===== config.mk =====
export PLATFORM = sky130hd
export DESIGN_NAME = sprite_blit_top
export DESIGN_NICKNAME = d
export VERILOG_FILES = /design/src/rtl/gfx_geom_pkg.sv /design/src/rtl/gfx_mem_pkg.sv /design/src/rtl/pipe_skid.sv /design/src/rtl/sprite_coord_gen.sv /design/src/rtl/sheet_addr_calc.sv /design/src/rtl/screen_addr_calc.sv /design/src/rtl/copy_cmd_join.sv /design/src/rtl/sprite_blit_top.sv
export SDC_FILE = /design/constraint.sdc
export NUM_CORES = 2
export LEC_CHECK = 0
export BUFFER_PORTS_ARGS = -buffer_cell sky130_fd_sc_hd__buf_2
export CORE_ASPECT_RATIO = 1.2
export CORE_MARGIN = 5
export CORE_UTILIZATION = 60
export DETAILED_ROUTE_END_ITERATION = 10
export PLACE_DENSITY = 0.86
export REMOVE_ABC_BUFFERS = 1
export SETUP_SLACK_MARGIN = 0.02
export SLEW_MARGIN = 15
export SYNTH_ARGS = -nofsm -noshare
export SYNTH_HDL_FRONTEND = slang
export SYNTH_HIERARCHICAL = 1
export SYNTH_SLANG_ARGS = --single-unit

===== constraint.sdc =====
create_clock -name clk -period 13.06 [get_ports clk]
set_input_delay 0.653 -clock clk [delete_from_list [all_inputs] [get_ports clk]]
set_output_delay 0.653 -clock clk [all_outputs]
set_load 0.03 [all_outputs]

===== src/rtl/gfx_geom_pkg.sv =====
`default_nettype none

package gfx_geom_pkg;

    localparam int coord_w = 16;

    typedef logic [coord_w-1:0] coord_t;

    localparam coord_t screen_w = 16'd320;       // visible columns
    localparam coord_t screen_h = 16'd240;       // visible rows

    // one blit request
    typedef struct packed {
        coord_t            sheet_x;              // sheet start column
        coord_t            sheet_y;              // sheet start row
        coord_t            sheet_stride;         // sheet width in pixels
        coord_t            dst_x;                // screen start column
        coord_t            dst_y;                // screen start row
        coord_t            width;                // destination width
        coord_t            height;               // destination height
        logic signed [7:0] scale_x;              // >0 repeat, <0 skip
        logic signed [7:0] scale_y;
        logic              mirror_x;
        logic              mirror_y;
    } blit_req_t;

    // One destination pixel as produced by the coordinate generator.
    // sheet_y is carried already multiplied by the sheet stride, so the
    // sheet address stage needs no multiplier and no copy of the request.
    typedef struct packed {
        logic [31:0] sheet_x;                    // sheet column
        logic [31:0] sheet_y;                    // sheet row times stride
        coord_t      scr_x;                      // screen column, unclipped
        coord_t      scr_y;                      // screen row, unclipped
        logic        last;                       // final pixel of the blit
    } pix_coord_t;

endpackage

`default_nettype wire


===== src/rtl/gfx_mem_pkg.sv =====
`default_nettype none

package gfx_mem_pkg;

    localparam int addr_w = 32;

    typedef logic [addr_w-1:0] addr_t;

    localparam addr_t pix_bytes  = addr_t'(2);             // 16 bit pixels
    localparam addr_t sheet_base = addr_t'(32'h0010_0000); // sprite sheet region
    localparam addr_t fb_base    = addr_t'(32'h0000_0000); // framebuffer region

    // sheet path payload
    typedef struct packed {
        addr_t addr;
        logic  last;
    } sheet_addr_t;

    // screen path payload
    typedef struct packed {
        addr_t addr;
        logic  clipped;                          // pixel lies off screen
        logic  last;
    } scr_addr_t;

    // one pixel copy for the memory side
    typedef struct packed {
        addr_t src;
        addr_t dst;
    } copy_cmd_t;

endpackage

`default_nettype wire


===== src/rtl/pipe_skid.sv =====
`timescale 1ns/1ps
`default_nettype none

module pipe_skid #(
    parameter type payload_t = logic
) (
    input  wire logic clk,
    input  wire logic rst,
    input  payload_t  in_data,
    input  wire logic in_valid,
    output logic      in_ready,
    output payload_t  out_data,
    output logic      out_valid,
    input  wire logic out_ready
);

    typedef enum logic [1:0] {
        st_empty,
        st_full,
        st_buf_full
    } skid_state_t;

    skid_state_t state;
    payload_t    skid_data;                      // holds the beat that arrived during a stall

    logic in_fire;
    logic out_fire;

    assign in_fire   = in_valid && in_ready;
    assign out_fire  = out_valid && out_ready;
    assign out_valid = (state != st_empty);

    always_ff @(posedge clk) begin
        if (rst) begin
            state    <= st_empty;
            in_ready <= 1'b1;
        end else begin
            unique case (state)
                st_empty: begin
                    if (in_fire) state <= st_full;
                end
                st_full: begin
                    if (in_fire && !out_fire) begin
                        state    <= st_buf_full;
                        in_ready <= 1'b0;      // stop until the skid drains
                    end else if (!in_fire && out_fire) begin
                        state <= st_empty;
                    end
                end
                st_buf_full: begin
                    if (out_fire) begin
                        state    <= st_full;
                        in_ready <= 1'b1;
                    end
                end
                default: state <= st_empty;
            endcase
        end
    end

    always_ff @(posedge clk) begin
        if (state == st_buf_full) begin
            if (out_fire) out_data <= skid_data;
        end else if (in_fire) begin
            if (state == st_empty || out_fire) out_data <= in_data;
            else skid_data <= in_data;             // main is stalled
        end
    end

    a_out_stable: assert property (@(posedge clk) disable iff (rst)
        out_valid && !out_ready |=> out_valid && $stable(out_data));

endmodule

`default_nettype wire


===== src/rtl/sprite_coord_gen.sv =====
`timescale 1ns/1ps
`default_nettype none

module sprite_coord_gen (
    input  wire logic                      clk,
    input  wire logic                      rst,
    input  gfx_geom_pkg::blit_req_t        req,
    input  wire logic                      req_valid,
    output logic                           req_ready,
    output gfx_geom_pkg::pix_coord_t       pix,
    output logic                           pix_valid,
    input  wire logic                      pix_ready
);

    logic req_fire;
    logic pix_fire;

    assign req_fire = req_valid && req_ready;
    assign pix_fire = pix_valid && pix_ready;

    // latched request geometry
    gfx_geom_pkg::coord_t w_last;                // width - 1
    gfx_geom_pkg::coord_t h_last;                // height - 1
    gfx_geom_pkg::coord_t x_start;               // sheet column at row start
    gfx_geom_pkg::coord_t row_scr_x;             // screen column at row start
    logic                 mir_x;
    logic                 mir_y;
    logic [7:0]           step_x;                // sheet columns per advance
    logic [7:0]           sub_max_x;             // repeats minus one or zero when downscaling
    logic [7:0]           sub_max_y;
    logic [31:0]          step_y;                // sheet row advance times stride

    // walk state
    gfx_geom_pkg::coord_t col;
    gfx_geom_pkg::coord_t row;
    logic [7:0]           sub_x;
    logic [7:0]           sub_y;

    // scale decode for the incoming request
    logic [7:0] mag_x;
    logic [7:0] mag_y;
    logic [7:0] step_x_in;
    logic [7:0] step_y_in;
    logic [7:0] sub_max_x_in;
    logic [7:0] sub_max_y_in;

    always_comb begin
        mag_x = req.scale_x[7] ? -req.scale_x : req.scale_x;
        mag_y = req.scale_y[7] ? -req.scale_y : req.scale_y;
        if (mag_x == 8'd0) mag_x = 8'd1;         // zero scale acts as one
        if (mag_y == 8'd0) mag_y = 8'd1;
        step_x_in    = req.scale_x[7] ? mag_x : 8'd1;
        step_y_in    = req.scale_y[7] ? mag_y : 8'd1;
        sub_max_x_in = req.scale_x[7] ? 8'd0 : mag_x - 8'd1;
        sub_max_y_in = req.scale_y[7] ? 8'd0 : mag_y - 8'd1;
    end

    always_ff @(posedge clk) begin
        if (rst) begin
            pix_valid <= 1'b0;
            req_ready <= 1'b0;
        end else if (req_fire) begin
            pix_valid <= 1'b1;
            req_ready <= 1'b0;
        end else if (pix_fire && pix.last) begin
            pix_valid <= 1'b0;
            req_ready <= 1'b1;
        end else if (!pix_valid) begin
            req_ready <= 1'b1;
        end
    end

    always_ff @(posedge clk) begin
        if (req_fire) begin
            w_last    <= req.width - 16'd1;
            h_last    <= req.height - 16'd1;
            x_start   <= req.sheet_x;
            mir_x     <= req.mirror_x;
            mir_y     <= req.mirror_y;
            step_x    <= step_x_in;
            sub_max_x <= sub_max_x_in;
            sub_max_y <= sub_max_y_in;
            step_y    <= 32'(step_y_in) * 32'(req.sheet_stride);
            row_scr_x <= req.mirror_x ? req.dst_x + req.width - 16'd1 : req.dst_x;
            col       <= '0;
            row       <= '0;
            sub_x     <= '0;
            sub_y     <= '0;

            pix.sheet_x <= 32'(req.sheet_x);
            pix.sheet_y <= 32'(req.sheet_y) * 32'(req.sheet_stride);
            pix.scr_x   <= req.mirror_x ? req.dst_x + req.width - 16'd1 : req.dst_x;
            pix.scr_y   <= req.mirror_y ? req.dst_y + req.height - 16'd1 : req.dst_y;
            pix.last    <= (req.width == 16'd1) && (req.height == 16'd1);
        end else if (pix_fire && !pix.last) begin
            if (col == w_last) begin
                // wrap to the next row
                col         <= '0;
                row         <= row + 16'd1;
                sub_x       <= '0;
                pix.sheet_x <= 32'(x_start);
                pix.scr_x   <= row_scr_x;
                pix.scr_y   <= mir_y ? pix.scr_y - 16'd1 : pix.scr_y + 16'd1;
                pix.last    <= (row + 16'd1 == h_last) && (w_last == 16'd0);
                if (sub_y == sub_max_y) begin
                    sub_y       <= '0;
                    pix.sheet_y <= pix.sheet_y + step_y;
                end else begin
                    sub_y <= sub_y + 8'd1;
                end
            end else begin
                col       <= col + 16'd1;
                pix.scr_x <= mir_x ? pix.scr_x - 16'd1 : pix.scr_x + 16'd1;
                pix.last  <= (col + 16'd1 == w_last) && (row == h_last);
                if (sub_x == sub_max_x) begin
                    sub_x       <= '0;
                    pix.sheet_x <= pix.sheet_x + 32'(step_x);
                end else begin
                    sub_x <= sub_x + 8'd1;
                end
            end
        end
    end

    a_last_on_final: assert property (@(posedge clk) disable iff (rst)
        pix_valid |-> pix.last == ((col == w_last) && (row == h_last)));

endmodule

`default_nettype wire


===== src/rtl/sheet_addr_calc.sv =====
`timescale 1ns/1ps
`default_nettype none

module sheet_addr_calc (
    input  wire logic                  clk,
    input  wire logic                  rst,
    input  gfx_geom_pkg::pix_coord_t   pix,
    input  wire logic                  pix_valid,
    output logic                       pix_ready,
    output gfx_mem_pkg::sheet_addr_t   addr,
    output logic                       addr_valid,
    input  wire logic                  addr_ready
);

    gfx_mem_pkg::sheet_addr_t calc_data;
    logic                     calc_valid;
    logic                     calc_ready;        // skid can take the computed beat

    assign pix_ready = !calc_valid || calc_ready;

    always_ff @(posedge clk) begin
        if (rst) begin
            calc_valid <= 1'b0;
        end else if (pix_ready) begin
            calc_valid <= pix_valid;
        end
    end

    // sheet_y already holds row times stride
    always_ff @(posedge clk) begin
        if (pix_valid && pix_ready) begin
            calc_data.addr <= gfx_mem_pkg::sheet_base
                            + gfx_mem_pkg::pix_bytes * (pix.sheet_y + pix.sheet_x);
            calc_data.last <= pix.last;
        end
    end

    pipe_skid #(
        .payload_t (gfx_mem_pkg::sheet_addr_t)
    ) pipe_skid_inst (
        .clk       (clk),
        .rst       (rst),
        .in_data   (calc_data),
        .in_valid  (calc_valid),
        .in_ready  (calc_ready),
        .out_data  (addr),
        .out_valid (addr_valid),
        .out_ready (addr_ready)
    );

endmodule

`default_nettype wire


===== src/rtl/screen_addr_calc.sv =====
`timescale 1ns/1ps
`default_nettype none

module screen_addr_calc (
    input  wire logic                  clk,
    input  wire logic                  rst,
    input  gfx_geom_pkg::pix_coord_t   pix,
    input  wire logic                  pix_valid,
    output logic                       pix_ready,
    output gfx_mem_pkg::scr_addr_t     addr,
    output logic                       addr_valid,
    input  wire logic                  addr_ready
);

    gfx_mem_pkg::scr_addr_t calc_data;
    logic                   calc_valid;
    logic                   calc_ready;

    gfx_mem_pkg::addr_t pix_index;               // linear framebuffer pixel
    logic               off_screen;

    assign pix_ready  = !calc_valid || calc_ready;
    assign pix_index  = gfx_mem_pkg::addr_t'(pix.scr_y)
                      * gfx_mem_pkg::addr_t'(gfx_geom_pkg::screen_w)
                      + gfx_mem_pkg::addr_t'(pix.scr_x);
    // negative positions wrap to large values and clip here too
    assign off_screen = (pix.scr_x >= gfx_geom_pkg::screen_w)
                     || (pix.scr_y >= gfx_geom_pkg::screen_h);

    always_ff @(posedge clk) begin
        if (rst) begin
            calc_valid <= 1'b0;
        end else if (pix_ready) begin
            calc_valid <= pix_valid;
        end
    end

    always_ff @(posedge clk) begin
        if (pix_valid && pix_ready) begin
            calc_data.addr    <= gfx_mem_pkg::fb_base + gfx_mem_pkg::pix_bytes * pix_index;
            calc_data.clipped <= off_screen;
            calc_data.last    <= pix.last;
        end
    end

    pipe_skid #(
        .payload_t (gfx_mem_pkg::scr_addr_t)
    ) pipe_skid_inst (
        .clk       (clk),
        .rst       (rst),
        .in_data   (calc_data),
        .in_valid  (calc_valid),
        .in_ready  (calc_ready),
        .out_data  (addr),
        .out_valid (addr_valid),
        .out_ready (addr_ready)
    );

endmodule

`default_nettype wire


===== src/rtl/copy_cmd_join.sv =====
`timescale 1ns/1ps
`default_nettype none

module copy_cmd_join (
    input  wire logic                  clk,
    input  wire logic                  rst,
    input  gfx_mem_pkg::sheet_addr_t   src,
    input  wire logic                  src_valid,
    output logic                       src_ready,
    input  gfx_mem_pkg::scr_addr_t     dst,
    input  wire logic                  dst_valid,
    output logic                       dst_ready,
    output gfx_mem_pkg::copy_cmd_t     cmd,
    output logic                       cmd_valid,
    input  wire logic                  cmd_ready,
    output logic                       blit_done
);

    // The output slot holds either a command or, for a clipped last
    // pixel, a bare end marker that drains on its own a cycle later.
    logic hold_valid;
    logic hold_send;                             // slot carries a real command
    logic hold_last;

    logic drain;
    logic take;

    assign drain     = hold_valid && (!hold_send || cmd_ready);
    assign take      = src_valid && dst_valid && (!hold_valid || drain);
    assign src_ready = take;
    assign dst_ready = take;
    assign cmd_valid = hold_valid && hold_send;

    always_ff @(posedge clk) begin
        if (rst) begin
            hold_valid <= 1'b0;
            hold_send  <= 1'b0;
            hold_last  <= 1'b0;
            blit_done  <= 1'b0;
        end else begin
            blit_done <= drain && hold_last;
            if (take) begin
                hold_valid <= !dst.clipped || dst.last;  // plain clipped pixels vanish
                hold_send  <= !dst.clipped;
                hold_last  <= dst.last;
            end else if (drain) begin
                hold_valid <= 1'b0;
            end
        end
    end

    always_ff @(posedge clk) begin
        if (take) begin
            cmd.src <= src.addr;
            cmd.dst <= dst.addr;
        end
    end

    a_last_aligned: assert property (@(posedge clk) disable iff (rst)
        src_valid && dst_valid |-> src.last == dst.last);

endmodule

`default_nettype wire


===== src/rtl/sprite_blit_top.sv =====
`timescale 1ns/1ps
`default_nettype none

module sprite_blit_top (
    input  wire logic                  clk,
    input  wire logic                  rst,
    input  gfx_geom_pkg::blit_req_t    req,
    input  wire logic                  req_valid,
    output logic                       req_ready,
    output gfx_mem_pkg::copy_cmd_t     cmd,
    output logic                       cmd_valid,
    input  wire logic                  cmd_ready,
    output logic                       blit_done
);

    gfx_geom_pkg::pix_coord_t pix;
    logic                     pix_valid;
    logic                     pix_ready;
    logic                     sheet_pix_ready;
    logic                     scr_pix_ready;

    gfx_mem_pkg::sheet_addr_t sheet_addr;
    logic                     sheet_valid;
    logic                     sheet_ready;
    gfx_mem_pkg::scr_addr_t   scr_addr;
    logic                     scr_valid;
    logic                     scr_ready;

    assign pix_ready = sheet_pix_ready && scr_pix_ready;  // fork to both paths

    sprite_coord_gen sprite_coord_gen_inst (
        .clk       (clk),
        .rst       (rst),
        .req       (req),
        .req_valid (req_valid),
        .req_ready (req_ready),
        .pix       (pix),
        .pix_valid (pix_valid),
        .pix_ready (pix_ready)
    );

    sheet_addr_calc sheet_addr_calc_inst (
        .clk        (clk),
        .rst        (rst),
        .pix        (pix),
        .pix_valid  (pix_valid),
        .pix_ready  (sheet_pix_ready),
        .addr       (sheet_addr),
        .addr_valid (sheet_valid),
        .addr_ready (sheet_ready)
    );

    screen_addr_calc screen_addr_calc_inst (
        .clk        (clk),
        .rst        (rst),
        .pix        (pix),
        .pix_valid  (pix_valid),
        .pix_ready  (scr_pix_ready),
        .addr       (scr_addr),
        .addr_valid (scr_valid),
        .addr_ready (scr_ready)
    );

    copy_cmd_join copy_cmd_join_inst (
        .clk       (clk),
        .rst       (rst),
        .src       (sheet_addr),
        .src_valid (sheet_valid),
        .src_ready (sheet_ready),
        .dst       (scr_addr),
        .dst_valid (scr_valid),
        .dst_ready (scr_ready),
        .cmd       (cmd),
        .cmd_valid (cmd_valid),
        .cmd_ready (cmd_ready),
        .blit_done (blit_done)
    );

endmodule

`default_nettype wire


==> reports/summary.txt <==
Status: complete, no violations
Metal-1 WL: 39,900 µm
Setup WS post-layout: 6.65 ns
Final HPWL DP: 77,000 µm
Total Routing Usage GR: 0.260
H-tree Lvls: 2
FMAX: 0.156 GHz
Register area: 15,000 µm²
Worst r2r path cells: 14
Hold Startpoint: req[121]
Footprint of the multi-input gates: 25,200 µm²
Period utilization: 0.490
HP Class: in2reg
Layout area overhead: 8.19%
Final ANT Viol Nets: 0
Die H: 302 µm
WL met2: 50,800 µm
Via count: 31,300
Clk slew on worst S/H paths: 0.07 ns
CP Max Fanout: 24
Vias in the first global route: 31,600
Ys Warns: 6
Crit path cell chain: buf_2 -> nand2_1 -> fa_1 -> inv_1 -> fa_1 -> inv_1 -> fa_1 -> fa_1 -> fa_1 -> inv_1 -> fa_1 -> ha_1 -> and3_1 -> and3_1 -> and3b_1 -> a311o_1 -> a41oi_2 -> o41ai_2 -> o41ai_2 -> xor2_1 -> mux2i_1
Initial DRC count: 2,414
Hold EP: sprite_coord_gen_inst/x_start[7]
GRT overflow: 0
First-pass GRT wire length: 163,000 µm
Post-layout min period: 6.41 ns
Detailed Routing Iterations Pass 1: 6
WL met3: 6190 µm
Leak pwr: 20.1 nW
Skew final: 0.0361 ns
Drt total wl: 102,000 µm
# DRC: 0
Clock latency on the worst-skew pair: 0.63 ns
Setup_tns: 0 ns
WHS Path Cells: 1
Core ar.: 70,800 µm²
Total CTS buffers: 52
Highest Signal Layer: met5
Placer Congestion: 0.978
Worst Path Buf+Inv: 4
# IOs: 201
Fillers: 5,327
Cells after Synth: 4,188
Crit path kind: in2reg
Final-report max-slew violation count: 0
Post_cts resized: 0
Post CTS Setup Buffer Count: 0
Place WS: 6.08 ns
Die width: 254 µm
Pwr Density: 173 nW/µm²
Mapped Avg Cell Area: 10.2 µm²
Worst reg2reg setup slack: 9.15 ns
Peak VDD IR: 304 µV
CP Launch Type: input pin
CP top delay family: adder cells
Clock root buffer: clkbuf_16
Initial cell density of the core: 0.604
RR Endpoint: screen_addr_calc_inst/calc_data[25]
Drt wl/cell: 19.1 µm
Clock Path Buffers: 3
Num rows: 107
CTS tree: yes
R2R Path Start: sprite_coord_gen_inst/pix[2]
Crit-path most repeated cell: fa_1
Worst EP arrival: 6.73 ns
Layout cell share with drive strength beyond 1: 0.105
CP Data Required Time: 13.38 ns
Slowest cell delay on critical path: 0.56 ns
# clock sinks: 526
Fin nets: 5,104
Unrepaired setup endpoints after global routing: false
Final Hold Fails: 0
Endpoints failing setup: 0
Antenna violations before repair: 12
Slew HR: 0.226
Max cap viols: 0
Count of input and output buffers: 200
Crit path max-delay cell type: fa_1
Worst slew pin tran: 1.16 ns
Vias/cell: 5.88
Die area: 76,700 µm²
Mapped Area: 42,800 µm²
Hold buffers post-CTS: 0
CP endpoint kind: flop
Largest net degree at the start of global routing: 92
==> where the power goes <==
group | leakage, nW | switching, mW | internal, mW
registers | 4.74 | 0.0858 | 2.02
logic | 14.6 | 2.58 | 1.79
clock network | 0.841 | 0.668 | 0.882
==> layer usage <==
metal / up-vias / track usage
li1: 14600 / -
met1: 15200 / 0.326
met2: 1180 / 0.459
met3: 261 / 0.0351
met4: 2 / 0.104
met5: - / 0
==> cell usage in the layout (no fill, tap or decap), types with 25 or more instances in the layout <==
cell type  count
inv_1        517
edfxtp_1     449
nand2_1      409
ha_1         350
fa_1         287
nor2_1       209
buf_2        200
xnor2_1      195
a21oi_1      187
and2_1       156
o21ai_0      148
xor2_1       137
and3_1       108
nor3_1        84
dfxtp_1       77
nand3_1       69
a21o_1        62
mux2_4        57
clkbuf_16     52
nand4_1       47
nand2b_1      34
o21a_1        31
o211ai_1      28
nor2b_1       26
a31oi_1       25
==> registers in the layout, summed over array words and instances, names as in the netlist, 2 cells and up <==
register                                        count
copy_cmd_join_inst/cmd                             64
screen_addr_calc_inst/pipe_skid_inst/skid_data     34
sprite_coord_gen_inst/sub_max_x                     8
sheet_addr_calc_inst/pipe_skid_inst/out_data       32
sprite_coord_gen_inst/step_y                       24
screen_addr_calc_inst/pipe_skid_inst/state          2
sheet_addr_calc_inst/pipe_skid_inst/state           2
sheet_addr_calc_inst/pipe_skid_inst/skid_data      32
sprite_coord_gen_inst/pix                          95
sprite_coord_gen_inst/h_last                       16
sprite_coord_gen_inst/sub_max_y                     8
sprite_coord_gen_inst/w_last                       16
sprite_coord_gen_inst/x_start                      16
sprite_coord_gen_inst/step_x                        8
sprite_coord_gen_inst/row                          16
screen_addr_calc_inst/calc_data                    28
screen_addr_calc_inst/pipe_skid_inst/out_data      34
sprite_coord_gen_inst/sub_x                         8
sprite_coord_gen_inst/sub_y                         8
sprite_coord_gen_inst/row_scr_x                    16
sprite_coord_gen_inst/col                          16
sheet_addr_calc_inst/calc_data                     31
==> cell type report <==
class,count,area share
Clock buffer,67,0.0300
Tap cell,926,0.0250
Multi-Input combinational cell,3012,0.544
Clock inverter,31,0.00838
Sequential cell,526,0.325
Antenna cell,12,0.000649
Timing Repair Buffer,223,0.0254
Inverter,518,0.0421
==> metrics by stage <==
step	total power, mW	std cells	hold slack, ns	area [µm²]	util
2_1_floorplan	5.28	4056	0.400	42100	-
3_3_place_gp	6.27	5205	0.400	44500	0.628
3_5_place_dp	6.41	5205	0.405	44500	0.628
4_1_cts	7.99	5303	0.214	46200	0.653
5_1_grt	8.61	5311	0.226	46300	0.653
6_report	8.03	5315	0.241	46300	0.653
==> worst max-delay path by stage <==
| stage | startpoint | end | slack (ns) | depth (start not counted) |
|---|---|---|---|---|
| CTS | req[83] | sprite_coord_gen_inst/pix[61] | 6.71 | 21 |
| global placement | req[86] | sprite_coord_gen_inst/pix[61] | 6.22 | 23 |
| finish | req[83] | sprite_coord_gen_inst/pix[61] | 6.65 | 21 |
| detailed placement | req[83] | sprite_coord_gen_inst/pix[61] | 6.08 | 21 |
| floorplan | req_valid | sprite_coord_gen_inst/col[13] | 5.63 | 7 |
| global route | req[9] | sprite_coord_gen_inst/step_y[22] | 6.31 | 23 |
==> worst register-to-register path, stage by stage (launching register included) <==
cell and delay (ns):
edfxtp_1 0.50, ha_1 0.34, ha_1 0.17, inv_1 0.06
fa_1 0.39, nor2b_1 0.18, o21a_1 0.13, nor2_1 0.05
xnor2_1 0.13, ha_1 0.39, o311ai_1 0.19, a211o_1 0.34
nor3b_1 0.41, nand3_1 0.20, xor2_1 0.18
Note: power is estimated with default switching activity, not from simulation.
